<file path="config.mk">
export PLATFORM = sky130hd
export DESIGN_NAME = reg_file
export DESIGN_NICKNAME = d
export VERILOG_FILES = /design/src/hdl/rv_pkg.sv /design/src/hdl/reg_file.sv
export VERILOG_INCLUDE_DIRS = /design/src /design/src/hdl
export SDC_FILE = /design/constraint.sdc
export NUM_CORES = 2
export LEC_CHECK = 0
export BUFFER_PORTS_ARGS = -buffer_cell sky130_fd_sc_hd__buf_2
export CAP_MARGIN = 20
export CORE_MARGIN = 4
export CORE_UTILIZATION = 57
export CTS_CLUSTER_SIZE = 14
export DETAILED_ROUTE_END_ITERATION = 8
export GPL_TIMING_DRIVEN = 0
export PLACE_DENSITY = 0.83
export SYNTH_ARGS = -nofsm -noshare
export SYNTH_HDL_FRONTEND = slang
export SYNTH_SLANG_ARGS = --single-unit
</file>
<file path="constraint.sdc">
create_clock -name clk -period 2 [get_ports clk]
set_clock_uncertainty 0.15 [all_clocks]
set_input_delay 0.4 -clock clk [delete_from_list [all_inputs] [get_ports clk]]
set_output_delay 0.4 -clock clk [all_outputs]
set_load 0.005 [all_outputs]
</file>
<file path="src/hdl/rv_defs.svh">
`ifndef RV_DEFS_SVH
`define RV_DEFS_SVH

// Integer data path width
`define RV_XLEN 32

// Architectural register count, x0 included
`define RV_REGS 32

// Data memory depth in 32-bit words
`define RV_DMEM_WORDS 64

`endif

</file>
<file path="src/hdl/rv_pkg.sv">
`default_nettype none

`include "rv_defs.svh"

package rv_pkg;

    typedef enum logic [4:0] {
        LOAD   = 5'b00000,
        STORE  = 5'b01000,
        OP_IMM = 5'b00100,
        OP     = 5'b01100,
        LUI    = 5'b01101,
        AUIPC  = 5'b00101,
        BRANCH = 5'b11000, // Decoded, never executed
        JAL    = 5'b11011,
        JALR   = 5'b11001,
        SYSTEM = 5'b11100
    } OpCode;

    typedef logic [4:0] RegAddr;

    typedef enum logic [1:0] {
        BYTE = 2'b00,
        HALF = 2'b01,
        WORD = 2'b10,
        BAD  = 2'b11
    } MemWidth;

    typedef enum logic [3:0] {
        ADD, SUB, SLL, SLT, SLTU, XOR, SRL, SRA, OR, AND,
        PASSB // Used by LUI
    } AluOp;

    // Load/store view of funct3
    typedef struct packed {
        logic    isUnsigned;
        MemWidth width;
    } Funct3;

    typedef struct packed {
        logic [6:0] funct7;
        RegAddr     rs2;
        RegAddr     rs1;
        logic [2:0] funct3;
        RegAddr     rd;
        OpCode      opCode;
        logic [1:0] lowBits; // Must be 2'b11
    } RInstr;

    typedef struct packed {
        logic [11:0] imm;
        RegAddr      rs1;
        Funct3       funct3;
        RegAddr      rd;
        OpCode       opCode;
        logic [1:0]  lowBits;
    } IInstr;

    typedef struct packed {
        logic [6:0] immHi;
        RegAddr     rs2;
        RegAddr     rs1;
        Funct3      funct3;
        logic [4:0] immLo;
        OpCode      opCode;
        logic [1:0] lowBits;
    } SInstr;

    typedef struct packed {
        logic [19:0] imm;
        RegAddr      rd;
        OpCode       opCode;
        logic [1:0]  lowBits;
    } UInstr;

    typedef union packed {
        RInstr r;
        IInstr i;
        SInstr s;
        UInstr u;
    } InstrWord;

    typedef struct packed {
        AluOp                aluOp;
        RegAddr              rs1;
        RegAddr              rs2;
        RegAddr              rd;          // Zero unless writesRd
        logic [`RV_XLEN-1:0] imm;         // Sign-extended
        logic                useImm;
        logic                usePcAsA;
        logic                writesRd;
        logic                isLoad;
        logic                isStore;
        MemWidth             memWidth;
        logic                memUnsigned;
        logic                illegal;
    } DecodedInstr;

    typedef struct packed {
        logic [`RV_XLEN-1:0] pc;
        InstrWord            instr;
    } IssueReq;

    typedef struct packed {
        logic [`RV_XLEN-1:0] pc;
        RegAddr              rd;
        logic [`RV_XLEN-1:0] data;       // Zero when nothing was written
        logic                wrote;
        logic                stored;
        logic                illegal;
        logic                misaligned;
    } WbResult;

endpackage

`default_nettype wire

</file>
<file path="src/hdl/reg_file.sv">
`timescale 1ns/10ps
`default_nettype none

`include "rv_defs.svh"

module reg_file (
    input  logic                clk,
    input  logic                rstN,
    input  rv_pkg::RegAddr      rs1,
    input  rv_pkg::RegAddr      rs2,
    output logic [`RV_XLEN-1:0] rs1Data,
    output logic [`RV_XLEN-1:0] rs2Data,
    input  logic                wrEn,
    input  rv_pkg::RegAddr      wrAddr,
    input  logic [`RV_XLEN-1:0] wrData
);
    import rv_pkg::*;

    logic [`RV_XLEN-1:0] regs [`RV_REGS];

    assign rs1Data = regs[rs1]; // Old value until the write edge
    assign rs2Data = regs[rs2];

    always_ff @(posedge clk or negedge rstN) begin
        if (!rstN) begin
            for (int i = 0; i < `RV_REGS; i++) begin
                regs[i] <= '0;
            end
        end else if (wrEn && wrAddr != RegAddr'(0)) begin
            regs[wrAddr] <= wrData; // x0 stays hardwired
        end
    end

    // x0 reads as zero on both ports
    x0ReadsZero: assert property (
        @(posedge clk) disable iff (!rstN)
        (rs1 != RegAddr'(0) || rs1Data == '0) && (rs2 != RegAddr'(0) || rs2Data == '0)
    );

endmodule

`default_nettype wire

</file>
---- Word-level counts from Yosys, hierarchy flattened ----
Index checks and enable logic that the tools add are counted.
operators by class
  add/sub/neg operators ................... 0
  multiply operators ...................... 0
  divide/modulo/power cells ............... 0
  order comparisons ....................... 4
  equality and inequality tests ........... 0
  shifts and indexed selects .............. 0
  multiplexer cells ....................... 9
  bitwise logic cells ..................... 3
  reductions and logical operators ........ 3
operators with widths
  operator                                                              count
  1024-bit bitwise mux                                                  1
  32-bit binary-select mux with 5-bit select                            2
  32-bit demux with 5-bit select                                        1
  32-bit 2-to-1 mux                                                     5
  6-bit greater-or-equal comparator, second input constant              3
  5-bit inverter with 6-bit output                                      3
  6-bit by 1-bit < comparator with 1-bit output, second input constant  1
  5-bit nonzero test                                                    1
  1-bit logical AND                                                     2
word-level totals
  flip-flop bits (word level) ............. 1024
  bits in latches ......................... 0
  bits in writable memories ............... 0
  memory bits (read-only) ................. 0
  input bits .............................. 50
  output and inout bits ................... 64
  word-level logic and storage cells ...... 51
  memories ................................ 0

---- Logic depth before layout (Yosys ltp) ----
  depth after elaboration ................. 6
  depth in mapped cells ................... 8
  gate-level depth less buffers ........... 5

---- Worst setup path before layout ----
Ideal clock, no wire load.
  kind .................................... input -> output
  from .................................... input port rs1[1]
  to ...................................... output port rs1Data[23]
  arrival ................................. 1.606 ns
  data required time ...................... 1.450 ns
  slack ................................... -0.156 ns
  stages on the path ...................... 7
  buffers on the path ..................... 3
  cells stage by stage .................... buf_2 -> buf_2 -> buf_2 -> mux2i_1 -> a22oi_1 -> a31oi_1 -> nand3_1
on the way
  word-level cells in the longest chain between the ends .. 4
RTL lines
  what                                                    RTL line        RTL
  from (decl)                                             reg_file.sv:9   input rv_pkg::RegAddr rs1,
  5-bit inverter with 6-bit output (implied by the code)  reg_file.sv:21  assign rs1Data = regs[rs1];
  32-bit binary-select mux with 5-bit select              reg_file.sv:21
  32-bit 2-to-1 mux (implied by the code) (2 in a row)    reg_file.sv:21
  to (decl)                                               reg_file.sv:11  output logic [`RV_XLEN-1:0] rs1Data,
Every way passes these cells. The select of a mux whose other input is x is not followed.

---- Worst setup path after layout ----
  from .................................... input port rs1[4]
  to ...................................... output port rs1Data[30]
The elaborated chain is that of the path after synthesis.

==> metrics.txt <==
status=finished, violations left; violated checks=negative hold slack, negative setup slack; Hold WS=-0.463 ns; first-pass GRT wire length=294 mm; Worst Tran Pin Value=1.05 ns; Initial Util=57.4%; fmax=352 MHz; Hold Fails Final Rpt=144; Post-DRT Antenna Nets=0; ranking of synthesized cells by area=dfrtp_1 46%, mux2_2 20%, mux2i_1 18%; gr usage total=38.8%; synth unique cells=27; P_sw=19000 uW; Rows=114; Worst slew margin=29.5%; sequential share of power=45.0%; critical path class=primary input to output port; crit start category=primary input; global placement routability congestion=1.01; syn_nets=4656; setup TNS=-45.74 ns; largest fanout on the critical path=10; drt wl/cell=33.2 um; unrepaired setup endpoints after global routing=true; Ports=114; Pwr Density=955 nW/um^2; clk buf depth=3; FF+latch count, synth=1024; CTS Root Cell=clkbuf_16; Post-Syn Area=55500 sq um; P&R area growth vs syn=17.1%; Switching Fraction=30.6%; layout cells sized above 1=36.7%; R2R Path End=regs[853]; path category of the worst min-delay check=primary input to asynchronous set/reset pin; yosys warns=0; initial antenna violation count=18; combinational share of power=21.8%; floorplan die height=320 um; Clock power frac=33.3%; Pins Over Slew Limit=0; CP arrival=2.29 ns; R2R depth=2; post-synthesis sequential area ratio=46.2%; final wirelength=209 mm; crit path capture type=output port; Pleak=0.0308 uW; worst skew pair latency=0.72 ns; CTS tree=yes; Post-synth EDFFs=0; CP Data Required Time=1.45 ns; DP HPWL=137 mm; Die Span X=320 um; synthesized instance count=4606; Vias per Instance=7.15; crit path launch=rs1[4]; # clock sinks=1024; Reg2Reg Setup Slack=0.91 ns; Pint=43100 uW; H-tree Lvls=3; reg2reg start=regs[853]; post-synth top area share=46.2%; final worst path period share=142%; Synth area leader=dfrtp_1; final worst slack=-0.839 ns; pre-CTS WS=-1.80 ns; largest net degree at the start of global routing=172; max_cap viols=0; initial DRC count=6718; Port Buffers=108; max reg flops=1024; async set-reset flop share out of synthesis=100%; TritonCTS Buffers=107; VDD IR max=0.766 mV; detailed-route via count=44906; fin nets=4949; Period minus WS final=2.84 ns; Reg with most FFs=regs; DRC Markers=0; Syn Area/Cell=12.1 sq um; Worst-path clk slew=0.07 ns; Top FF cell, synth=dfrtp_1; total die area=102000 sq um; Util after Layout=67.2%; CTS hold repair buffers=32; DRT Pass-1 Iters=9; largest registers=regs x1024; CORE AREA=96700 sq um; vias in the first global route=44764; crit path to=rs1Data[30]; Setup Viol. Count Final=95; grt total ovfl=0
power by group through the flow:
stage	Combinational (uW)	Sequential (uW)	Clock [uW]
final	13500	27900	20600
after floorplan	8730	27000	0
after CTS	12800	27600	20500
after detailed placement	12000	27900	0
after global placement	11600	27600	0
after global routing	14200	28200	21400
how the worst min path moves through the flow:
stage | slack, ns | startpoint | endpoint | cells after the start
final | -0.46 | rstN | regs[209] | 1
after global routing | -0.40 | rstN | regs[209] | 1
after CTS | -0.39 | rstN | regs[209] | 1
after detailed placement | 0.32 | regs[1023] | regs[1023] | 1
after global placement | 0.31 | regs[1010] | regs[1010] | 1
after floorplan | -0.05 | rstN | regs[0] | 0
cell type report:
type / count / area, sq um
fill: 6605 / 31700
multi-input combinational: 3105 / 29000
sequential: 1024 / 25600
buffer: 475 / 3600
clock buffer: 153 / 3120
tap: 1276 / 1600
timing repair buffer: 186 / 1550
clock inverter: 41 / 490
antenna: 17 / 42.5
per-layer routing:
| metal | wire [um] | vias up | global-route usage [%] |
|---|---|---|---|
| met5 | 169 | - | 0.556 |
| met4 | 17900 | 12 | 26.7 |
| met3 | 30100 | 1159 | 14.7 |
| met2 | 88100 | 3695 | 57.1 |
| met1 | 72300 | 22480 | 47.3 |
| li1 | - | 17560 | - |
critical path: stages:
cell,delay (ns)
buf_2,0.15
nand2_1,0.32
clkbuf_1,0.76
a21oi_1,0.08
nand3_1,0.27
nand3_2,0.16
buf_2,0.15
cells by family (layout without fill, tap and decap cells):
kind of cell,after synthesis,count (layout),share of synthesized area [%]
and+or+nand+nor,513,513,4.23
muxes,2016,2016,38.6
buffers and inverters,477,855,3.95
AOI/OAI and AO/OA,576,576,7.07
DFF,1024,1024,46.2
other,0,17,0
placed cells by master (no fill, tap or decap), drive strengths merged, types with 3 or more instances in the layout:
master	instances
clkinvlp	3
a22o	128
mux2i	1024
diode	17
nand3	193
a22oi	192
bufinv	7
clkinv	30
nand2b	5
nor2b	4
a31oi	64
nor2	16
mux2	992
buf	408
nand2	211
nor3b	5
a21oi	192
nor3	65
clkbuf	374
nand3b	5
dfrtp	1024
dlygate4sd3	32
and2	3
Yosys cell counts (all sizes together), types with 16 or more instances:
cell type and count:
dfrtp 1024, mux2i 1024, mux2 992, buf 251, clkbuf 226, nand2 211, nand3 193, a21oi 192
a22oi 192, a22o 128, nor3 65, a31oi 64, nor2 16
metrics by stage:
stage	area [sq um]	power, uW	cells
2_1_floorplan	56000	35800	4606
3_3_place_gp	58100	39100	5990
3_5_place_dp	58300	40000	5999
4_1_cts	64000	60900	6228
5_1_grt	65000	63900	6266
6_report	65000	62100	6277
timing repair:
| item | 4_1_cts | 5_1_grt |
|---|---|---|
| gates resized for setup | 482 | 140 |
| endpoints found under the hold margin | 176 | 144 |
| setup buffers | 5 | 26 |
| cloned | 0 | 6 |
| endpoints found under the setup margin | 94 | 486 |
| pin swaps | 85 | 81 |
(Power assumes the default switching activity.)
