## config.mk

```make
export PLATFORM = sky130hd
export DESIGN_NAME = int_alu
export DESIGN_NICKNAME = d
export VERILOG_FILES = /design/src/hdl/rv_pkg.sv /design/src/hdl/int_alu.sv
export VERILOG_INCLUDE_DIRS = /design/src /design/src/hdl
export SDC_FILE = /design/constraint.sdc
export NUM_CORES = 1
export LEC_CHECK = 0
export ABC_AREA = 1
export BUFFER_PORTS_ARGS = -buffer_cell sky130_fd_sc_hd__buf_4
export CORE_ASPECT_RATIO = 2
export CORE_MARGIN = 2
export CORE_UTILIZATION = 42
export DETAILED_ROUTE_END_ITERATION = 16
export PLACE_DENSITY_LB_ADDON = 0.08
export SYNTH_ARGS = -nofsm -noshare
export SYNTH_HDL_FRONTEND = slang
export SYNTH_SLANG_ARGS = --single-unit
```

## constraint.sdc

```tcl
create_clock -name vclk -period 8.46
set_input_delay 1.692 -clock vclk [all_inputs]
set_output_delay 1.692 -clock vclk [all_outputs]
set_load 0.005 [all_outputs]
```

## src/hdl/rv_defs.svh

```systemverilog
`ifndef RV_DEFS_SVH
`define RV_DEFS_SVH

// Integer data path width
`define RV_XLEN 32

// Architectural register count, x0 included
`define RV_REGS 32

// Data memory depth in 32-bit words
`define RV_DMEM_WORDS 64

`endif

```

## src/hdl/rv_pkg.sv

```systemverilog
`default_nettype none

`include "rv_defs.svh"

package rv_pkg;

    typedef enum logic [4:0] {
        LOAD   = 5'b00000,
        STORE  = 5'b01000,
        OP_IMM = 5'b00100,
        OP     = 5'b01100,
        LUI    = 5'b01101,
        AUIPC  = 5'b00101,
        BRANCH = 5'b11000, // Decoded, never executed
        JAL    = 5'b11011,
        JALR   = 5'b11001,
        SYSTEM = 5'b11100
    } OpCode;

    typedef logic [4:0] RegAddr;

    typedef enum logic [1:0] {
        BYTE = 2'b00,
        HALF = 2'b01,
        WORD = 2'b10,
        BAD  = 2'b11
    } MemWidth;

    typedef enum logic [3:0] {
        ADD, SUB, SLL, SLT, SLTU, XOR, SRL, SRA, OR, AND,
        PASSB // Used by LUI
    } AluOp;

    // Load/store view of funct3
    typedef struct packed {
        logic    isUnsigned;
        MemWidth width;
    } Funct3;

    typedef struct packed {
        logic [6:0] funct7;
        RegAddr     rs2;
        RegAddr     rs1;
        logic [2:0] funct3;
        RegAddr     rd;
        OpCode      opCode;
        logic [1:0] lowBits; // Must be 2'b11
    } RInstr;

    typedef struct packed {
        logic [11:0] imm;
        RegAddr      rs1;
        Funct3       funct3;
        RegAddr      rd;
        OpCode       opCode;
        logic [1:0]  lowBits;
    } IInstr;

    typedef struct packed {
        logic [6:0] immHi;
        RegAddr     rs2;
        RegAddr     rs1;
        Funct3      funct3;
        logic [4:0] immLo;
        OpCode      opCode;
        logic [1:0] lowBits;
    } SInstr;

    typedef struct packed {
        logic [19:0] imm;
        RegAddr      rd;
        OpCode       opCode;
        logic [1:0]  lowBits;
    } UInstr;

    typedef union packed {
        RInstr r;
        IInstr i;
        SInstr s;
        UInstr u;
    } InstrWord;

    typedef struct packed {
        AluOp                aluOp;
        RegAddr              rs1;
        RegAddr              rs2;
        RegAddr              rd;          // Zero unless writesRd
        logic [`RV_XLEN-1:0] imm;         // Sign-extended
        logic                useImm;
        logic                usePcAsA;
        logic                writesRd;
        logic                isLoad;
        logic                isStore;
        MemWidth             memWidth;
        logic                memUnsigned;
        logic                illegal;
    } DecodedInstr;

    typedef struct packed {
        logic [`RV_XLEN-1:0] pc;
        InstrWord            instr;
    } IssueReq;

    typedef struct packed {
        logic [`RV_XLEN-1:0] pc;
        RegAddr              rd;
        logic [`RV_XLEN-1:0] data;       // Zero when nothing was written
        logic                wrote;
        logic                stored;
        logic                illegal;
        logic                misaligned;
    } WbResult;

endpackage

`default_nettype wire

```

## src/hdl/int_alu.sv

```systemverilog
`timescale 1ns/10ps
`default_nettype none

`include "rv_defs.svh"

module int_alu (
    input  rv_pkg::AluOp        op,
    input  logic [`RV_XLEN-1:0] a,
    input  logic [`RV_XLEN-1:0] b,
    output logic [`RV_XLEN-1:0] result
);
    import rv_pkg::*;

    logic [4:0] shamt;
    logic       ltSigned;
    logic       ltUnsigned;

    assign shamt      = b[4:0]; // Upper bits of b ignored
    assign ltSigned   = $signed(a) < $signed(b);
    assign ltUnsigned = a < b;

    always_comb begin
        case (op)
            ADD:     result = a + b;
            SUB:     result = a - b;
            SLL:     result = a << shamt;
            SLT:     result = {{(`RV_XLEN-1){1'b0}}, ltSigned};
            SLTU:    result = {{(`RV_XLEN-1){1'b0}}, ltUnsigned};
            XOR:     result = a ^ b;
            SRL:     result = a >> shamt;
            SRA:     result = $unsigned($signed(a) >>> shamt); // Sign bit fills
            OR:      result = a | b;
            AND:     result = a & b;
            PASSB:   result = b;
            default: result = '0; // Unused encodings
        endcase
    end

endmodule

`default_nettype wire

```

## Word-level counts from Yosys, hierarchy flattened

Cells that the tools add are included.

- Memories: 0
- Input bits: 68
- Latch bits: 0
- Bits in read-only memories: 0
- Logic and storage cells: 22
- Bits in writable memories: 0
- Register bits: 0

- Bitwise operators: 3
- Multiplexer cells: 1
- Multiply operators: 0
- Magnitude comparators: 2
- Equal/unequal tests: 10
- Add/sub/neg operators: 2
- Shift operators: 3
- Div/mod/pow operators: 0
- Reductions and logical operators: 1

Operators by type and width:

| operator | number |
|---|---|
| 32-bit one-hot mux with 11 select lines | 1 |
| 32-bit < comparator | 2 |
| 32-bit adder | 1 |
| 32-bit bitwise AND | 1 |
| 32-bit OR | 1 |
| 32-bit by 5-bit left shift with 32-bit output | 1 |
| 32-bit by 5-bit >> shifter with 32-bit output | 1 |
| 32-bit by 5-bit >>> shifter with 32-bit output | 1 |
| 32-bit subtractor | 1 |
| 32-bit bitwise XOR | 1 |
| 4-bit by 3-bit equality test with 1-bit output, second input constant | 4 |
| 4-bit equality test, second input constant | 3 |
| 4-bit by 2-bit equality test with 1-bit output, second input constant | 2 |
| 4-bit by 1-bit equality test with 1-bit output, second input constant | 1 |
| 4-bit logical NOT | 1 |

## Longest topological paths before layout

- Depth after elaboration: 2
- Mapped depth: 18

## Worst setup path before layout

Ideal clock, no wire load.

- Kind: input to output
- From: input port b[3]
- To: output port result[0]
- Path buffers: 4
- Slack: 3.115 ns
- Cell stages on the path: 18
- Arrival: 3.653 ns
- Data required time: 6.768 ns
- Path through: buf_2 -> inv_1 -> buf_2 -> buf_1 -> ha_1 -> buf_2 -> nor2_1 -> nand2_1 -> nand3_1 -> nand2_1 -> nand2_1 -> nand2_1 -> nand2_1 -> nand2_1 -> nand2_1 -> nor2_1 -> nor2_1 -> nand2_1

- Cells in the longest elaborated chain, start to end: 2

Ends and longest elaborated chain:

| what | line | RTL |
|---|---|---|
| start: declaration | int_alu.sv:9 | `` input logic [`RV_XLEN-1:0] b, `` |
| 32-bit < comparator, or another cell as far along | int_alu.sv:20 | `assign ltUnsigned = a < b;` |
| 32-bit one-hot mux with 11 select lines (*) | int_alu.sv:23 | `case (op)` |
| end: declaration | int_alu.sv:10 | `` output logic [`RV_XLEN-1:0] result `` |

Every way passes the cells marked *; elsewhere a longest branch is shown, timed or not.

## Worst setup path after layout

- From: input port b[2]
- To: output port result[4]

- Cells in the longest elaborated chain, start to end: 2

Ends and longest elaborated chain:

| what | line | RTL |
|---|---|---|
| 32-bit subtractor, or another cell as far along | int_alu.sv:25 | `SUB: result = a - b;` |
| 32-bit one-hot mux with 11 select lines (*) | int_alu.sv:23 |  |

Marked as above.

==> summary.md <==
| Metric | Value |
|---|---|
| Vias in the first global route | `13944` |
| Clock Power Share | `0%` |
| Synth-to-Final Area Change | `7.31%` |
| Tcrit/Tclk final | `78.3%` |
| First-pass GRT wire length | `81700 um` |
| Fraction of layout instances using a drive strength above 1 | `6.24%` |
| Internal power | `216 uW` |
| Gr ovfl total | `0` |
| Gpl congestion | `1.04` |
| Nets@finish | `2399` |
| Most frequent cells in the layout | `nand2_1 (779), nand3_1 (415), inv_1 (320)` |
| Post-CTS sizing | `0` |
| FF/Latch Area | `0 um^2` |
| Post-synthesis sequential area ratio | `0%` |
| Fin Setup TNS | `0 ps` |
| Total number of vias | `14993` |
| Router iterations before antenna repair | `6` |
| DRT iter0 DRCs | `1615` |
| LEAKAGE | `6.62 nW` |
| Avg Cell Area, Syn | `4.71 um^2` |
| # IOs | `100` |
| Crit Path Category | `input pin to primary output` |
| Final setup viols | `0` |
| Routed Antenna Nets | `0` |
| DR WL/cell | `22.3 um` |
| Largest cells by area after synthesis | `nand2_1 (28%), nand3_1 (20%), ha_1 (12%), inv_1 (12%), nor2_1 (7.3%)` |
| Global route hottest layer | `met2` |
| Setup crit end kind | `primary output` |
| Switch share | `70.9%` |
| Total GRT Usage | `42.2%` |
| CLK BUF | `0` |
| Post-CTS Setup Bufs | `0` |
| CP max FO | `65` |
| Minimum clock period | `6620 ps` |
| Actual slew at the worst max-slew pin | `1160 ps` |
| Yosys Warn Count | `0` |
| Setup crit start kind | `input pin` |
| Area of the core | `0.0244 mm^2` |
| Grt met2 use | `74.0%` |
| # hold bufs at CTS | `0` |
| Syn Inst Count | `2218` |
| M3 GR Usage | `5.83%` |
| Port Buffers | `100` |
| Most common cell after layout, fill and taps aside | `nand2_1` |
| Via/cell ratio | `5.86` |
| F_max | `151 MHz` |
| Ant diodes | `0` |
| Met1 Use GR | `43.0%` |
| Critical Path AT | `4930 ps` |
| Mapped Area | `0.0105 mm^2` |
| Sequential Power Share | `0%` |
| CP Cell Sequence | `buf_4 > inv_2 > ha_1 > nand3_1 > nand3_1 > xor2_1 > nor2_1 > nor2_1 > nand3_1 > nor2_1 > nand2_1 > buf_4` |
| Routed WL | `57200 um` |
| Power Dens Cells | `66.2 mW/mm^2` |
| Largest net degree at the start of global routing | `84` |
| Rel. slew slack | `22.1%` |
| Hpwl dp | `46500 um` |
| HP Class | `input pin to primary output` |
| Initial antenna violation count | `0` |
| Final core occ | `45.9%` |
| DRC viols | `0` |
| Syn_nets | `2388` |
| Die width | `116 um` |
| Sw power | `527 uW` |
| Synth unique cells | `39` |
| Die height | `227 um` |
| Combinational power share | `100.0%` |
| Slew Viols, Final | `0` |
| Yosys top cell area share | `28.0%` |
| Max-cap violations | `0` |
| Flip-flop and latch count | `0` |
| DIE AREA | `0.0262 mm^2` |
| Initial Util | `42.8%` |
| Status | `finished clean` |
| Final Hold Fails | `0` |
| RSZ-0062 raised after global routing | `false` |
| Post-synth top area cell | `nand2_1` |
| Critical Path RT | `6770 ps` |
| # rows | `81` |
| # fillers | `2942` |
| Slowest cell on the critical path | `ha_1` |
| Peak VDD IR | `26.8 uV` |
| Crit path largest cell delay | `640 ps` |
routing by layer:
metal  routed length [um]  up-vias  share of wire (%)
met5                    0        -                  0
met4                 6270        0                 11
met3                 4220      281                7.4
met2                27600      786                 48
met1                19100     6838                 33
li1                     -     7088                  -
cells by family (layout without fill, tap and decap cells):
kind of cell | Yosys count | in the layout | synth area share, %
AND/OR/NAND/NOR | 1485 | 1485 | 60.4
buffers and inverters | 432 | 441 | 16.4
AO/OA/AOI/OAI | 197 | 197 | 10.7
adder cells (fa/ha/maj) | 102 | 102 | 12.4
XOR/XNOR | 2 | 2 | 0.168
power by group through the flow:
stage | clock, mW | combinational [mW] | sequential [mW]
floorplan | 0 | 0.444 | 0
global placement | 0 | 0.705 | 0
detailed placement | 0 | 0.709 | 0
CTS | 0 | 0.712 | 0
global route | 0 | 0.798 | 0
finish | 0 | 0.742 | 0
final timing paths:
check | start | to | slack (ps) | depth (start not counted)
setup / recovery | b[2] | result[4] | 1840 | 12
hold / removal | op[3] | result[0] | 3960 | 7
Yosys cell counts (21+ instances only):
master / n
ha_1: 100
nand4_1: 24
nand2_1: 779
nor2_1: 202
nand3_1: 415
inv_1: 322
buf_2: 62
nor3_1: 21
a21oi_1: 60
o21ai_0: 63
o22ai_1: 26
clkbuf_1: 22
area by class of cell:
class,instances,area [um^2],area share [%]
Inverter,332,1250,11.1
Multi-Input combinational cell,1786,8730,77.9
Timing Repair Buffer,109,818,7.30
Tap cell,332,415,3.70
worst max-delay path, delay by kind of cell:
family,cells,cell delay [ps]
buffers and inverters,3,1210
AND/OR/NAND/NOR,7,1200
adder cells (fa/ha/maj),1,640
XOR/XNOR,1,170
stage by stage:
step           setup WS (ps)  power, mW  std cells  hold slack, ps  cell area (um^2)
3_3_place_gp            2070      0.705       2559            3970             11200
2_1_floorplan           3120      0.444       2218            3640             10500
5_1_grt                 1700      0.798       2559            4010             11200
4_1_cts                 2000      0.712       2559            3960             11200
3_5_place_dp            2000      0.709       2559            3950             11200
6_report                1840      0.742       2559            3960             11200
Note: power is estimated with default switching activity, not from simulation.
