## config.mk

```make
export PLATFORM = sky130hd
export DESIGN_NAME = instr_decode
export DESIGN_NICKNAME = d
export VERILOG_FILES = /design/src/hdl/rv_pkg.sv /design/src/hdl/instr_decode.sv
export VERILOG_INCLUDE_DIRS = /design/src /design/src/hdl
export SDC_FILE = /design/constraint.sdc
export NUM_CORES = 1
export LEC_CHECK = 0
export BUFFER_PORTS_ARGS = -buffer_cell sky130_fd_sc_hd__buf_2
export CORE_UTILIZATION = 29
export DETAILED_ROUTE_END_ITERATION = 7
export GPL_ROUTABILITY_DRIVEN = 0
export PLACE_DENSITY = 0.8
export SLEW_MARGIN = 20
export SYNTH_ARGS = -nofsm -noshare
export SYNTH_HDL_FRONTEND = slang
export SYNTH_SLANG_ARGS = --single-unit
```

## constraint.sdc

```tcl
create_clock -name vclk -period 1
set_input_delay 0.1 -clock vclk [all_inputs]
set_output_delay 0.1 -clock vclk [all_outputs]
set_load 0.005 [all_outputs]
```

## src/hdl/rv_defs.svh

```systemverilog
`ifndef RV_DEFS_SVH
`define RV_DEFS_SVH

// Integer data path width
`define RV_XLEN 32

// Architectural register count, x0 included
`define RV_REGS 32

// Data memory depth in 32-bit words
`define RV_DMEM_WORDS 64

`endif

```

## src/hdl/rv_pkg.sv

```systemverilog
`default_nettype none

`include "rv_defs.svh"

package rv_pkg;

    typedef enum logic [4:0] {
        LOAD   = 5'b00000,
        STORE  = 5'b01000,
        OP_IMM = 5'b00100,
        OP     = 5'b01100,
        LUI    = 5'b01101,
        AUIPC  = 5'b00101,
        BRANCH = 5'b11000, // Decoded, never executed
        JAL    = 5'b11011,
        JALR   = 5'b11001,
        SYSTEM = 5'b11100
    } OpCode;

    typedef logic [4:0] RegAddr;

    typedef enum logic [1:0] {
        BYTE = 2'b00,
        HALF = 2'b01,
        WORD = 2'b10,
        BAD  = 2'b11
    } MemWidth;

    typedef enum logic [3:0] {
        ADD, SUB, SLL, SLT, SLTU, XOR, SRL, SRA, OR, AND,
        PASSB // Used by LUI
    } AluOp;

    // Load/store view of funct3
    typedef struct packed {
        logic    isUnsigned;
        MemWidth width;
    } Funct3;

    typedef struct packed {
        logic [6:0] funct7;
        RegAddr     rs2;
        RegAddr     rs1;
        logic [2:0] funct3;
        RegAddr     rd;
        OpCode      opCode;
        logic [1:0] lowBits; // Must be 2'b11
    } RInstr;

    typedef struct packed {
        logic [11:0] imm;
        RegAddr      rs1;
        Funct3       funct3;
        RegAddr      rd;
        OpCode       opCode;
        logic [1:0]  lowBits;
    } IInstr;

    typedef struct packed {
        logic [6:0] immHi;
        RegAddr     rs2;
        RegAddr     rs1;
        Funct3      funct3;
        logic [4:0] immLo;
        OpCode      opCode;
        logic [1:0] lowBits;
    } SInstr;

    typedef struct packed {
        logic [19:0] imm;
        RegAddr      rd;
        OpCode       opCode;
        logic [1:0]  lowBits;
    } UInstr;

    typedef union packed {
        RInstr r;
        IInstr i;
        SInstr s;
        UInstr u;
    } InstrWord;

    typedef struct packed {
        AluOp                aluOp;
        RegAddr              rs1;
        RegAddr              rs2;
        RegAddr              rd;          // Zero unless writesRd
        logic [`RV_XLEN-1:0] imm;         // Sign-extended
        logic                useImm;
        logic                usePcAsA;
        logic                writesRd;
        logic                isLoad;
        logic                isStore;
        MemWidth             memWidth;
        logic                memUnsigned;
        logic                illegal;
    } DecodedInstr;

    typedef struct packed {
        logic [`RV_XLEN-1:0] pc;
        InstrWord            instr;
    } IssueReq;

    typedef struct packed {
        logic [`RV_XLEN-1:0] pc;
        RegAddr              rd;
        logic [`RV_XLEN-1:0] data;       // Zero when nothing was written
        logic                wrote;
        logic                stored;
        logic                illegal;
        logic                misaligned;
    } WbResult;

endpackage

`default_nettype wire

```

## src/hdl/instr_decode.sv

```systemverilog
`timescale 1ns/10ps
`default_nettype none

`include "rv_defs.svh"

module instr_decode (
    input  rv_pkg::InstrWord    instr,
    output rv_pkg::DecodedInstr dec
);
    import rv_pkg::*;

    logic [`RV_XLEN-1:0] immI;
    logic [`RV_XLEN-1:0] immS;
    logic [`RV_XLEN-1:0] immU;
    AluOp                funcOp;
    logic                altBit;

    assign immI = {{(`RV_XLEN-12){instr.i.imm[11]}}, instr.i.imm};
    assign immS = {{(`RV_XLEN-12){instr.s.immHi[6]}}, instr.s.immHi, instr.s.immLo};
    assign immU = {instr.u.imm, 12'b0};
    assign altBit = instr.r.funct7[5]; // Instruction bit 30

    always_comb begin
        unique case (instr.r.funct3)
            3'b000:  funcOp = (instr.r.opCode == OP && altBit) ? SUB : ADD; // ADDI has no SUB
            3'b001:  funcOp = SLL;
            3'b010:  funcOp = SLT;
            3'b011:  funcOp = SLTU;
            3'b100:  funcOp = XOR;
            3'b101:  funcOp = altBit ? SRA : SRL; // Same for OP and OP_IMM
            3'b110:  funcOp = OR;
            3'b111:  funcOp = AND;
        endcase
    end

    always_comb begin
        dec             = '0;
        dec.aluOp       = ADD;
        dec.rs1         = instr.r.rs1;
        dec.rs2         = instr.r.rs2;
        dec.memWidth    = instr.i.funct3.width;
        dec.memUnsigned = instr.i.funct3.isUnsigned;

        case (instr.r.opCode)
            LOAD: begin
                dec.imm      = immI;
                dec.useImm   = 1'b1;
                dec.writesRd = 1'b1;
                dec.isLoad   = 1'b1;
                dec.illegal  = (instr.i.funct3.width == BAD);
            end
            STORE: begin
                dec.imm     = immS; // Address only, rs2 carries the data
                dec.useImm  = 1'b1;
                dec.isStore = 1'b1;
                dec.illegal = (instr.s.funct3.width == BAD);
            end
            OP_IMM: begin
                dec.aluOp    = funcOp;
                dec.imm      = immI;
                dec.useImm   = 1'b1;
                dec.writesRd = 1'b1;
            end
            OP: begin
                dec.aluOp    = funcOp;
                dec.writesRd = 1'b1;
            end
            LUI: begin
                dec.aluOp    = PASSB;
                dec.imm      = immU;
                dec.useImm   = 1'b1;
                dec.writesRd = 1'b1;
            end
            AUIPC: begin
                dec.imm      = immU;
                dec.useImm   = 1'b1;
                dec.usePcAsA = 1'b1;
                dec.writesRd = 1'b1;
            end
            default: dec.illegal = 1'b1; // Control flow, SYSTEM and unknown codes
        endcase

        if (instr.r.lowBits != 2'b11) begin
            dec.illegal = 1'b1; // Compressed or garbage encoding
        end

        if (dec.writesRd) begin
            dec.rd = instr.r.rd;
        end

        // An illegal word must not touch any state
        if (dec.illegal) begin
            dec.writesRd = 1'b0;
            dec.isLoad   = 1'b0;
            dec.isStore  = 1'b0;
            dec.rd       = '0;
        end
    end

endmodule

`default_nettype wire

```

== Word level (Yosys, flattened, before mapping) ==
Cells that the tools add are included.

* Muxes and demuxes: 14
* Reductions and logical operators: 9
* Equality and inequality tests: 14

{| class="wikitable"
|+ Operators with widths
! kind !! count
|-
| $pmux W33 S3 || 1
|-
| $pmux W4 S8 || 1
|-
| $eq A5 B4 Y1 const B || 3
|-
| $eq A3 B3 Y1 const B || 4
|-
| $eq A5 B3 Y1 const B || 2
|-
| $mux W5 || 2
|-
| $pmux W4 S2 || 1
|-
| $reduce_or A2 Y1 || 4
|-
| $mux W1 || 7
|-
| $eq A3 B2 Y1 const B || 2
|-
| $logic_not A5 Y1 || 1
|-
| $reduce_or A5 Y1 || 1
|-
| $reduce_or A4 Y1 || 1
|-
| $eq A3 B1 Y1 const B || 1
|-
| $logic_not A3 Y1 || 1
|-
| $mux W3 || 1
|-
| $eq A2 B2 Y1 const B || 1
|-
| $ne A2 B2 Y1 const B || 1
|-
| $pmux W1 S2 || 1
|-
| $logic_and A1 B1 Y1 || 1
|}

* Flip-flop bits (word level): 0
* Input port bits: 32

== Longest topological paths before layout ==
* Depth in word-level cells: 5
* Gate-level depth with buffers: 5
* Mapped depth without buffers: 3

== Least setup slack after synthesis ==
Ideal clock, no wire load.

* Path type: input port to output port
* Start point: input port instr[14] (netlist bit)
* End point: output port dec[56] (netlist bit)
* Slack: -41 ps
* Arrival time: 941 ps
* Cell stages on the path: 4
* Path through: clkbuf_1 -> nor2b_1 -> o22ai_1 -> a2111oi_2

{| class="wikitable"
|+ RTL lines
! element !! RTL line !! text
|-
| from (decl) || instr_decode.sv:7 || <nowiki>input rv_pkg::InstrWord instr,</nowiki>
|-
| to (decl) || instr_decode.sv:8 || <nowiki>output rv_pkg::DecodedInstr dec</nowiki>
|}

==> results.sh <==
export IMPL_fp_dieH_microns=49.5
export IMPL_synth_top_area_cell="nand2_1"
export IMPL_grt_max_degree=16
export IMPL_crit_path_end_kind="primary output"
export IMPL_syn_nets=150
export IMPL_yosysTopAreaCellShare=0.229
export IMPL_tightest_slew_ns=0.353
export IMPL_first_pass_iters=4
export IMPL_initial_utilization=0.321
export IMPL_rows=16
export IMPL_antenna_cells=0
export IMPL_hold_ws_ns=0.393
export IMPL_cp_data_required_time_ns=0.90
export IMPL_crit_family="simple AND/OR/NAND/NOR gates"
export IMPL_fin_ws_ns=-0.109
export IMPL_violations="setup timing"
export IMPL_dpl_cell_count=236
export IMPL_critPathMaxFanout=5
export IMPL_grt_pass1_vias=938
export IMPL_port_buffer_count=92
export IMPL_finalMaxSlewViolations=0
export IMPL_cp_start_kind="primary input"
export IMPL_area_growth_pct=133
export IMPL_maxCapViolations=0
export IMPL_final_cells=238
export IMPL_synth_common_cells="nand2_1, buf_4, nor2_1"
export IMPL_routedWlPerCell_microns=12.1
export IMPL_multi_input_area_sq_um=721
export IMPL_seq_area_sq_um=0
export IMPL_layout_drive_gt1_share=0.806
export IMPL_holdPathEnd="dec[51]"
export IMPL_dp_hpwl_microns=2090
export IMPL_vdd_drop_max_v=0.000210
export IMPL_power_uw=487
export IMPL_dr_first_iter_drc_count=10
export IMPL_core_sq_um=2040
export IMPL_yosysMostFrequentCell="nand2_1"
export IMPL_syn_cell_area_sq_um=656
export IMPL_yosys_warnings=0
export IMPL_fill_cells=153
export IMPL_dr_total_vias=1145
export IMPL_slew_headroom=0.765
export IMPL_nNetsFinal=245
export IMPL_fin_crit_sh=1.11
export IMPL_die_area_sq_um=2450
export IMPL_syn_area_per_cell_sq_um=5.56
export IMPL_synth_seq_area_share=0
export IMPL_rsz0062_at_grt="yes"
export IMPL_grt_usage=0.214
export IMPL_via_per_inst=4.81
export IMPL_design_seq_count=0
export IMPL_pre_cts_slack_ns=-0.219
export IMPL_ant_nets=0
export IMPL_crit_chain="buf_8, or3_4, buf_6, nor3_2, buf_2"
export IMPL_holdPathStages=2
export IMPL_synth_cell_type_count=32
export IMPL_powerDensity_nw_per_um2=319
export IMPL_antenna_found_initial=0
export IMPL_grt_pass1_wl_microns=4250
export IMPL_period_minus_slack_ns=1.11
export IMPL_crit_type="in -> out"
export IMPL_status="complete, but fails checks"
export IMPL_max_stage_delay_ns=0.41
export IMPL_ios=92
export IMPL_fp_dieW_microns=49.5
export IMPL_slowest_stage="or3_4"
export IMPL_hp_start="instr[15]"
export IMPL_tns_ns=-2.16
export IMPL_clock_buffers=0
export IMPL_synth_area_top_cells="nand2_1, buf_4, a22oi_1"
export IMPL_drc=0
export IMPL_synthCells=118
export IMPL_overflow=0
export IMPL_leakage_nw=0.920
export IMPL_fmax_mhz=902
export IMPL_critical_path_buf_inv_count=3
export IMPL_finalHoldViolCount=0
export IMPL_hold_class="in -> out"
export IMPL_wirelength_microns=2870
export IMPL_setup_viol=37
export IMPL_worstPathArrival_ns=1.01
-- metal layers --
metal	wire, microns	track usage
met1	1070	0.261
met2	1610	0.417
met3	193	0.0216
met4	0	0
met5	0	0
-- worst max path at each step --
stage / startpoint / slack [ns] / cells after the start / endpoint
floorplan: instr[12] / 0.01 / 4 / dec[41]
global placement: instr[6] / -0.21 / 4 / dec[56]
detailed placement: instr[6] / -0.22 / 4 / dec[56]
CTS: instr[4] / -0.13 / 5 / dec[56]
global route: instr[6] / -0.16 / 5 / dec[58]
finish: instr[6] / -0.11 / 5 / dec[58]
-- cell usage in the layout (no fill, tap or decap), types with 4 or more instances in the layout --
| cell | instances |
|---|---|
| buf_6 | 19 |
| nor2_1 | 4 |
| buf_2 | 80 |
| nand2_2 | 22 |
| a22oi_2 | 5 |
| a21oi_2 | 4 |
| buf_4 | 13 |
| nand2_1 | 17 |
| and2_1 | 5 |
-- area by class of cell --
| class | instances | share of cell area |
|---|---|---|
| timing repair buffer | 115 | 0.496 |
| multi-input combinational | 92 | 0.472 |
| tap | 27 | 0.0221 |
| inverter | 4 | 0.00984 |
-- timing repair --
action	4_1_cts	5_1_grt
setup buffers	2	0
endpoints found under the setup margin	46	45
pin swaps	16	41
resized for setup	30	55
hold buffers	0	0
-- stage by stage --
| step | instance area, sq um | utilization |
|---|---|---|
| final | 1530 | 0.748 |
| after global routing | 1530 | 0.748 |
| after CTS | 1330 | 0.651 |
| after detailed placement | 1170 | 0.573 |
| after global placement | 1170 | 0.573 |
| after floorplan | 657 | - |
-- logic make-up after synthesis --
logic type             synth area share
AOI/OAI and AO/OA                 0.208
buffers and inverters             0.233
and+or+nand+nor                   0.559
-- power by group --
part	switching, mW	leakage (nW)	internal [mW]	total (mW)
Combinational	0.229	0.920	0.258	0.487
Sequential	0	0	0	0
Clock	0	0	0	0
Total	0.229	0.920	0.258	0.487
Power figures use the tool's default switching activity.
