## src/hdl/rv_defs.svh

```systemverilog
`ifndef RV_DEFS_SVH
`define RV_DEFS_SVH

// Integer data path width
`define RV_XLEN 32

// Architectural register count, x0 included
`define RV_REGS 32

// Data memory depth in 32-bit words
`define RV_DMEM_WORDS 64

`endif

```

## src/hdl/rv_pkg.sv

```systemverilog
`default_nettype none

`include "rv_defs.svh"

package rv_pkg;

    typedef enum logic [4:0] {
        LOAD   = 5'b00000,
        STORE  = 5'b01000,
        OP_IMM = 5'b00100,
        OP     = 5'b01100,
        LUI    = 5'b01101,
        AUIPC  = 5'b00101,
        BRANCH = 5'b11000, // Decoded, never executed
        JAL    = 5'b11011,
        JALR   = 5'b11001,
        SYSTEM = 5'b11100
    } OpCode;

    typedef logic [4:0] RegAddr;

    typedef enum logic [1:0] {
        BYTE = 2'b00,
        HALF = 2'b01,
        WORD = 2'b10,
        BAD  = 2'b11
    } MemWidth;

    typedef enum logic [3:0] {
        ADD, SUB, SLL, SLT, SLTU, XOR, SRL, SRA, OR, AND,
        PASSB // Used by LUI
    } AluOp;

    // Load/store view of funct3
    typedef struct packed {
        logic    isUnsigned;
        MemWidth width;
    } Funct3;

    typedef struct packed {
        logic [6:0] funct7;
        RegAddr     rs2;
        RegAddr     rs1;
        logic [2:0] funct3;
        RegAddr     rd;
        OpCode      opCode;
        logic [1:0] lowBits; // Must be 2'b11
    } RInstr;

    typedef struct packed {
        logic [11:0] imm;
        RegAddr      rs1;
        Funct3       funct3;
        RegAddr      rd;
        OpCode       opCode;
        logic [1:0]  lowBits;
    } IInstr;

    typedef struct packed {
        logic [6:0] immHi;
        RegAddr     rs2;
        RegAddr     rs1;
        Funct3      funct3;
        logic [4:0] immLo;
        OpCode      opCode;
        logic [1:0] lowBits;
    } SInstr;

    typedef struct packed {
        logic [19:0] imm;
        RegAddr      rd;
        OpCode       opCode;
        logic [1:0]  lowBits;
    } UInstr;

    typedef union packed {
        RInstr r;
        IInstr i;
        SInstr s;
        UInstr u;
    } InstrWord;

    typedef struct packed {
        AluOp                aluOp;
        RegAddr              rs1;
        RegAddr              rs2;
        RegAddr              rd;          // Zero unless writesRd
        logic [`RV_XLEN-1:0] imm;         // Sign-extended
        logic                useImm;
        logic                usePcAsA;
        logic                writesRd;
        logic                isLoad;
        logic                isStore;
        MemWidth             memWidth;
        logic                memUnsigned;
        logic                illegal;
    } DecodedInstr;

    typedef struct packed {
        logic [`RV_XLEN-1:0] pc;
        InstrWord            instr;
    } IssueReq;

    typedef struct packed {
        logic [`RV_XLEN-1:0] pc;
        RegAddr              rd;
        logic [`RV_XLEN-1:0] data;       // Zero when nothing was written
        logic                wrote;
        logic                stored;
        logic                illegal;
        logic                misaligned;
    } WbResult;

endpackage

`default_nettype wire

```

## src/hdl/load_store_unit.sv

```systemverilog
`timescale 1ns/10ps
`default_nettype none

`include "rv_defs.svh"

module load_store_unit (
    input  logic                clk,
    input  logic                rstN,
    input  logic [`RV_XLEN-1:0] addr,
    input  rv_pkg::MemWidth     width,
    input  logic                isUnsigned,
    input  logic                isAccess,
    input  logic                storeEn,
    input  logic [`RV_XLEN-1:0] storeData,
    output logic [`RV_XLEN-1:0] loadData,
    output logic                misaligned
);
    import rv_pkg::*;

    localparam int IdxW = $clog2(`RV_DMEM_WORDS);

    logic [`RV_XLEN-1:0] mem [`RV_DMEM_WORDS];
    logic [IdxW-1:0]     wordIdx;
    logic [1:0]          byteOff;
    logic [3:0]          laneMask;
    logic [`RV_XLEN-1:0] laneData;  // Store data moved onto its lanes
    logic [`RV_XLEN-1:0] wordOut;   // Addressed lane moved down to bit 0

    assign wordIdx  = addr[IdxW+1:2]; // Wraps at memory depth
    assign byteOff  = addr[1:0];
    assign laneData = storeData << (8 * byteOff);
    assign wordOut  = mem[wordIdx] >> (8 * byteOff);

    always_comb begin
        case (width)
            BYTE:    laneMask = 4'b0001 << byteOff;
            HALF:    laneMask = 4'b0011 << byteOff;
            default: laneMask = 4'b1111;
        endcase
    end

    assign misaligned = isAccess &&
                        ((width == HALF && byteOff[0]) || (width == WORD && byteOff != 2'b00));

    always_ff @(posedge clk or negedge rstN) begin
        if (!rstN) begin
            for (int w = 0; w < `RV_DMEM_WORDS; w++) begin
                mem[w] <= '0;
            end
        end else if (storeEn) begin
            for (int lane = 0; lane < 4; lane++) begin
                if (laneMask[lane]) begin
                    mem[wordIdx][8*lane +: 8] <= laneData[8*lane +: 8];
                end
            end
        end
    end

    always_comb begin
        case (width)
            BYTE:    loadData = {{24{wordOut[7] & ~isUnsigned}}, wordOut[7:0]};
            HALF:    loadData = {{16{wordOut[15] & ~isUnsigned}}, wordOut[15:0]};
            default: loadData = mem[wordIdx];
        endcase
    end

    // The top must block any store that fails the alignment check here
    noMisalignedStore: assert property (
        @(posedge clk) disable iff (!rstN) storeEn |-> !misaligned
    );

endmodule

`default_nettype wire

```

## config.mk

```make
export PLATFORM = sky130hd
export DESIGN_NAME = load_store_unit
export DESIGN_NICKNAME = d
export VERILOG_FILES = /design/src/hdl/rv_pkg.sv /design/src/hdl/load_store_unit.sv
export VERILOG_INCLUDE_DIRS = /design/src /design/src/hdl
export SDC_FILE = /design/constraint.sdc
export NUM_CORES = 2
export LEC_CHECK = 0
export ABC_AREA = 1
export BUFFER_PORTS_ARGS = -buffer_cell sky130_fd_sc_hd__buf_2
export CORE_AREA = 2 2 438 440
export DETAILED_ROUTE_END_ITERATION = 7
export DIE_AREA = 0 0 440 442
export PLACE_DENSITY_LB_ADDON = 0.05
export SYNTH_ARGS = -nofsm -noshare
export SYNTH_HDL_FRONTEND = slang
export SYNTH_SLANG_ARGS = --single-unit
```

## constraint.sdc

```tcl
create_clock -name clk -period 1.6 [get_ports clk]
set_clock_uncertainty 0.1 [all_clocks]
set_input_delay 0 -clock clk [delete_from_list [all_inputs] [get_ports clk]]
set_output_delay 0 -clock clk [all_outputs]
set_load 0.005 [all_outputs]
```

* Yosys cells after proc, flatten, opt, wreduce, memory -nomap -nowiden
Index checks and enable logic that the tools add are counted. W data, S select, Z words.
Word-level totals: bits in registers 2048, output and inout bits 33, word-level logic and storage cells 107
Cells by class: reductions and logical operators 7, bitwise operators 4, shift operators 4, order comparisons 2, multiplexer cells 24, eq/ne operators 2
Operators by type and width (count):
- $mux W2048 | 7
- $bwmux W2048 | 4
- $demux W32 S6 | 4
- $bmux W32 S6 | 1
- $mux W32 | 3
- $pmux W32 S2 | 1
- $shl A32 B5 Y32 | 1
- $shr A32 B5 Y16 | 1
- $mux W24 | 1
- $mux W16 | 1
- $mux W8 | 1
- $pmux W4 S2 | 1
- $ge A7 B7 Y1 const B | 1
- $lt A7 B1 Y1 const B | 1
- $not A6 Y7 | 1
- $logic_and A1 B1 Y1 | 4
- $shl A1 B2 Y4 const A | 1
- $shl A2 B2 Y4 const A | 1
- $and A1 B1 Y1 | 2
- $eq A2 B1 Y1 const B | 1
- $eq A2 B2 Y1 const B | 1
- $logic_not A2 Y1 | 1
- $reduce_bool A2 Y1 | 1
- $logic_or A1 B1 Y1 | 1
- $not A1 Y1 | 1

* Longest topological paths before layout
word-level depth 16, gate-level depth with buffers 19, gate-level depth less buffers 15

* Worst setup path before layout
OpenSTA, ideal clock, no wires.
path type input -> register, start point input addr[2], end point register mem[1382] (netlist name), stages on the path 12, data arrival time 1.560 ns, setup slack -0.193 ns, path through buf_2 > inv_4 > buf_2 > buf_4 > buf_4 > nand2_1 > buf_2 > nor2_1 > nand2_1 > clkbuf_1 > nand2_1 > o21ai_0
Between the ends: longest elaborated chain between the ends 16, elaborated cells between the ends (all ways) 20
Ends and longest elaborated chain:
- from (decl) | line load_store_unit.sv:9 | input logic [`RV_XLEN-1:0] addr,
- $not A6 Y7 (not written as such) * | line load_store_unit.sv:53 | mem[wordIdx][8*lane +: 8] <= laneData[8*lane +: 8];
- $ge A7 B7 Y1 (not written as such) / $lt A7 B1 Y1 (equally long branches) | line load_store_unit.sv:53
- $logic_and A1 B1 Y1 (not written as such) | line load_store_unit.sv:53
- $mux W8 (not written as such) | line load_store_unit.sv:53
- $demux W32 S6 | line load_store_unit.sv:53
- $bwmux W2048 | line load_store_unit.sv:53
- $mux W2048 | line load_store_unit.sv:52 | if (laneMask[lane]) begin
- $mux W2048 | line load_store_unit.sv:50 | end else if (storeEn) begin
- $bwmux W2048 | line load_store_unit.sv:53
- $mux W2048 | line load_store_unit.sv:52
- $mux W2048 | line load_store_unit.sv:50
- $bwmux W2048 | line load_store_unit.sv:53
- $mux W2048 | line load_store_unit.sv:52
- $mux W2048 | line load_store_unit.sv:50
- $bwmux W2048 | line load_store_unit.sv:53
- $mux W2048 * | line load_store_unit.sv:52
- to (signal, indexed assignment) | line load_store_unit.sv:53
- to (decl) | line load_store_unit.sv:22 | logic [`RV_XLEN-1:0] mem [`RV_DMEM_WORDS];
Every way passes the cells marked *; elsewhere a longest branch is shown, timed or not. The select of a mux whose other input is x is not followed. A chain may end at the register's enable or synchronous reset.

* Worst setup path in the final report
start point register mem[143] (netlist name), end point output loadData[23]
Between the ends: longest elaborated chain between the ends 6, elaborated cells between the ends (all ways) 7
Ends and longest elaborated chain:
- $bmux W32 S6 * | line load_store_unit.sv:32 | assign wordOut = mem[wordIdx] >> (8 * byteOff);
- $mux W32 (not written as such) * (2 in series) | line load_store_unit.sv:32
- $shr A32 B5 Y16 * | line load_store_unit.sv:32
- $and A1 B1 Y1 (on tied branches) | line load_store_unit.sv:62, load_store_unit.sv:61
- $pmux W32 S2 * | line load_store_unit.sv:60 | case (width)
- to (decl) | line load_store_unit.sv:15 | output logic [`RV_XLEN-1:0] loadData,
Marked as above.

==> summary.txt <==
Outcome
  • Outcome: finished with violations
  • Failing checks: negative setup slack

Power
  • Power density over the cells: between 1000 and 1500 nW/um^2
  • Reg power frac: 0.459
  • Switching power: approximately 34,000 uW
  • Comb pwr share: 0.134
  • Switching power share of the total: 0.2724
  • Internal Pwr Total: 92,010 uW
  • Leak pwr: roughly 0.058 uW
  • Clock Power Share: 0.407
  • VDD IR max: 1.206 mV

Logic synthesis
  • Post-Syn Area: ~95,000 sq um
  • Biggest area consumer among synthesized cells: dfrtp_1
  • Register area share after synthesis: 0.5423
  • Number of enable flip-flop cells after synthesis: 0
  • Syn_nets: between 10,000 and 15,000
  • Syn Area/Cell: 7.618 sq um
  • Synth warn: 0
  • Post-Synthesis Cells: about 12,000
  • Seq cells post-synth: 2,048
  • Post-synthesis cell type count: 42
  • Top cells by area, synth: dfrtp_1 (54%), nand2_1 (25%), o21ai_0 (9.9%)
  • Synth async-reset ratio: 1.000
  • Synth Flop Type: dfrtp_1
  • Top-area cell type share of the netlist area: 0.5423

Drt
  • Via count: ~90,000
  • Final ANT Viol Nets: 0
  • Pre-antenna DRT Iters: 6
  • Drt initial violations: 9,062
  • WL final: ~360 mm
  • DR vias/cell: 5.582
  • Residual DRC: 0
  • Drt wl/cell: ~23 microns

Global routing
  • Initial antenna violation count: 15
  • First-pass GRT wire length: roughly 540 mm
  • Largest net degree at the start of global routing: 96
  • Gr usage total: 0.3665
  • Total global routing overflow: 0
  • Vias in the first global route: around 84,000

STA
  • Fmax: around 320 MHz
  • Final setup vio count: 245
  • Fin crit share: 1.948
  • Least-Margin Pin Slew: 717.4 ps
  • Setup TNS: -98,580 ps
  • Post-route setup slack: -1517 ps
  • Slew Limit Fails: 0
  • RSZ-0062 raised after global routing: yes
  • Slew headroom: 0.5176
  • Final Hold Fails: 0
  • Clock period minus worst slack: between 3000 and 4000 ps

Floorplan
  • Row count: 160
  • Die height: approximately 440 microns
  • Die Wd: 440 microns
  • Die area: 194,500 sq um
  • Core Area: around 190,000 sq um
  • Io pins: 104
  • Initial Utilization: 0.4985

Clock network
  • Clk_lat worst skew: a little under 900 ps
  • Htree depth: 4
  • Clock-pin slew on the worst setup and hold paths: 60 ps
  • CTS sink cnt: roughly 2,000
  • Max Root-Sink Buffers: 3
  • TritonCTS Buffers: about 220
  • CTS Root Cell: clkbuf_16
  • CTS tree: done

Placed design
  • Final RePlAce weighted congestion: slightly below 1
  • Final HPWL DP: roughly 250 mm
  • Input/output buffers: approximately 80

Cells and area
  • Final nets: 13,200
  • Max reg flops: a little over 2,000
  • Final Core Density: 0.6300
  • Share of layout cells above drive strength 1: 0.1636
  • Leading registers by flop count: mem: 2048 flops
  • Top reg by flops: mem
  • Area grow syn2layout: 26.37%
  • Most frequent cells in the layout: nand2_1 (6,109), dfrtp_1 (2,048), o21ai_0 (1,844)
  • Leading cell type in the layout, fill and taps excluded: nand2_1

Critical path
  • Worst R2R Setup Slack: 680 ps
  • Critical Path Sink Type: primary output
  • Crit path kind: register to primary output
  • Arrival @ worst endpoint: between 3000 and 4000 ps
  • Worst Setup Start Kind: register
  • CP Max Fanout: 5
  • Critical Path RT: roughly 1500 ps

Job
  • Max-Cap Viols: 0

Hold path
  • HP Class: primary input to register
[worst max-delay path, stage by stage (launching register included)]
cell and delay [ps]:
dfrtp_1 370, or2_2 300, nand2_2 80, nand4_1 120
nand2_1 110, nand2_2 80, nor2_4 140, nand2_4 90
nand2_2 70, nand2_2 70, o21ai_4 160, buf_12 170
buf_12 170, nand3_2 80, buf_2 140
[routing by layer]
metal / routed length [microns] / vias to the layer above / global-route usage
li1: - / 41070 / -
met1: 147800 / 42820 / 0.5025
met2: 159900 / 3674 / 0.5571
met3: 28510 / 792 / 0.06987
met4: 20260 / 8 / 0.1834
met5: 50 / - / 0
[layout make-up]
type | count | area (sq um)
Timing Repair Buffer | 1371 | 15690
Antenna cell | 10 | 25.02
Sequential cell | 2048 | 51250
Fill cell | 16510 | 70150
Clock buffer | 330 | 6549
Clock inverter | 65 | 714.4
Multi-Input combinational cell | 9332 | 41420
Inverter | 163 | 643.1
Tap cell | 2511 | 3142
[Yosys cell counts (8+ instances only)]
| master | number |
|---|---|
| inv_1 | 142 |
| buf_4 | 18 |
| nor2_1 | 215 |
| or2_2 | 21 |
| nand2_1 | 6338 |
| nand4_1 | 64 |
| o21ai_0 | 1863 |
| a21oi_1 | 202 |
| buf_1 | 43 |
| o21ai_1 | 344 |
| a22oi_1 | 53 |
| clkbuf_1 | 564 |
| dfrtp_1 | 2048 |
| nand3_1 | 136 |
| buf_2 | 238 |
| inv_2 | 19 |
| nor2_2 | 15 |
| or2_1 | 8 |
| o211ai_1 | 10 |
| nor3_2 | 8 |
| o2111ai_1 | 11 |
[final timing paths]
check / from / depth (start not counted) / end
hold reg to reg: mem[78]$_DFFE_PN0P_ / 2 / mem[78]$_DFFE_PN0P_
hold / removal: width[1] / 7 / mem[179]$_DFFE_PN0P_
min in group asynchronous: rstN / 4 / mem[1447]$_DFFE_PN0P_
max in group asynchronous: rstN / 6 / mem[1834]$_DFFE_PN0P_
setup reg to reg: mem[269]$_DFFE_PN0P_ / 3 / mem[269]$_DFFE_PN0P_
setup / recovery: mem[143]$_DFFE_PN0P_ / 14 / loadData[23]
[through the flow]
stage	total power [uW]	worst slack, ps	hold WS (ps)	cells	area (sq um)
after floorplan	66340	-104.8	-395.6	12410	96010
after global placement	74680	-1815	124.7	15370	110300
after detailed placement	75080	-1770	119.1	15370	110300
after CTS	126700	-1607	7.815	15820	118900
after global routing	131300	-1656	66.89	15820	119400
final	126500	-1517	46.25	15830	119400
[logic make-up after synthesis]
logic type	Yosys count	share of synthesized area
flops	2048	0.5423
compound gates	2517	0.1370
buf+inv	1026	0.04464
simple gates	6815	0.2761
[timing repair]
| action | 4_1_cts | 5_1_grt |
|---|---|---|
| hold buffers | 52 | 1 |
| pin swaps | 52 | 75 |
| resized for setup | 188 | 146 |
| setup buffers | 5 | 17 |
| endpoints found under the hold margin | 4058 | 209 |
| cloned | 2 | 1 |
| endpoints found under the setup margin | 562 | 871 |
[power by group through the flow]
stage | Clock, uW | Combinational (uW) | Sequential [uW]
6_report | 51500 | 17000 | 58000
5_1_grt | 54300 | 18600 | 58400
4_1_cts | 52100 | 16700 | 57900
3_5_place_dp | 0 | 16300 | 58800
3_3_place_gp | 0 | 16000 | 58700
2_1_floorplan | 0 | 8100 | 58200
No activity file was read; power rests on OpenSTA's default activity.
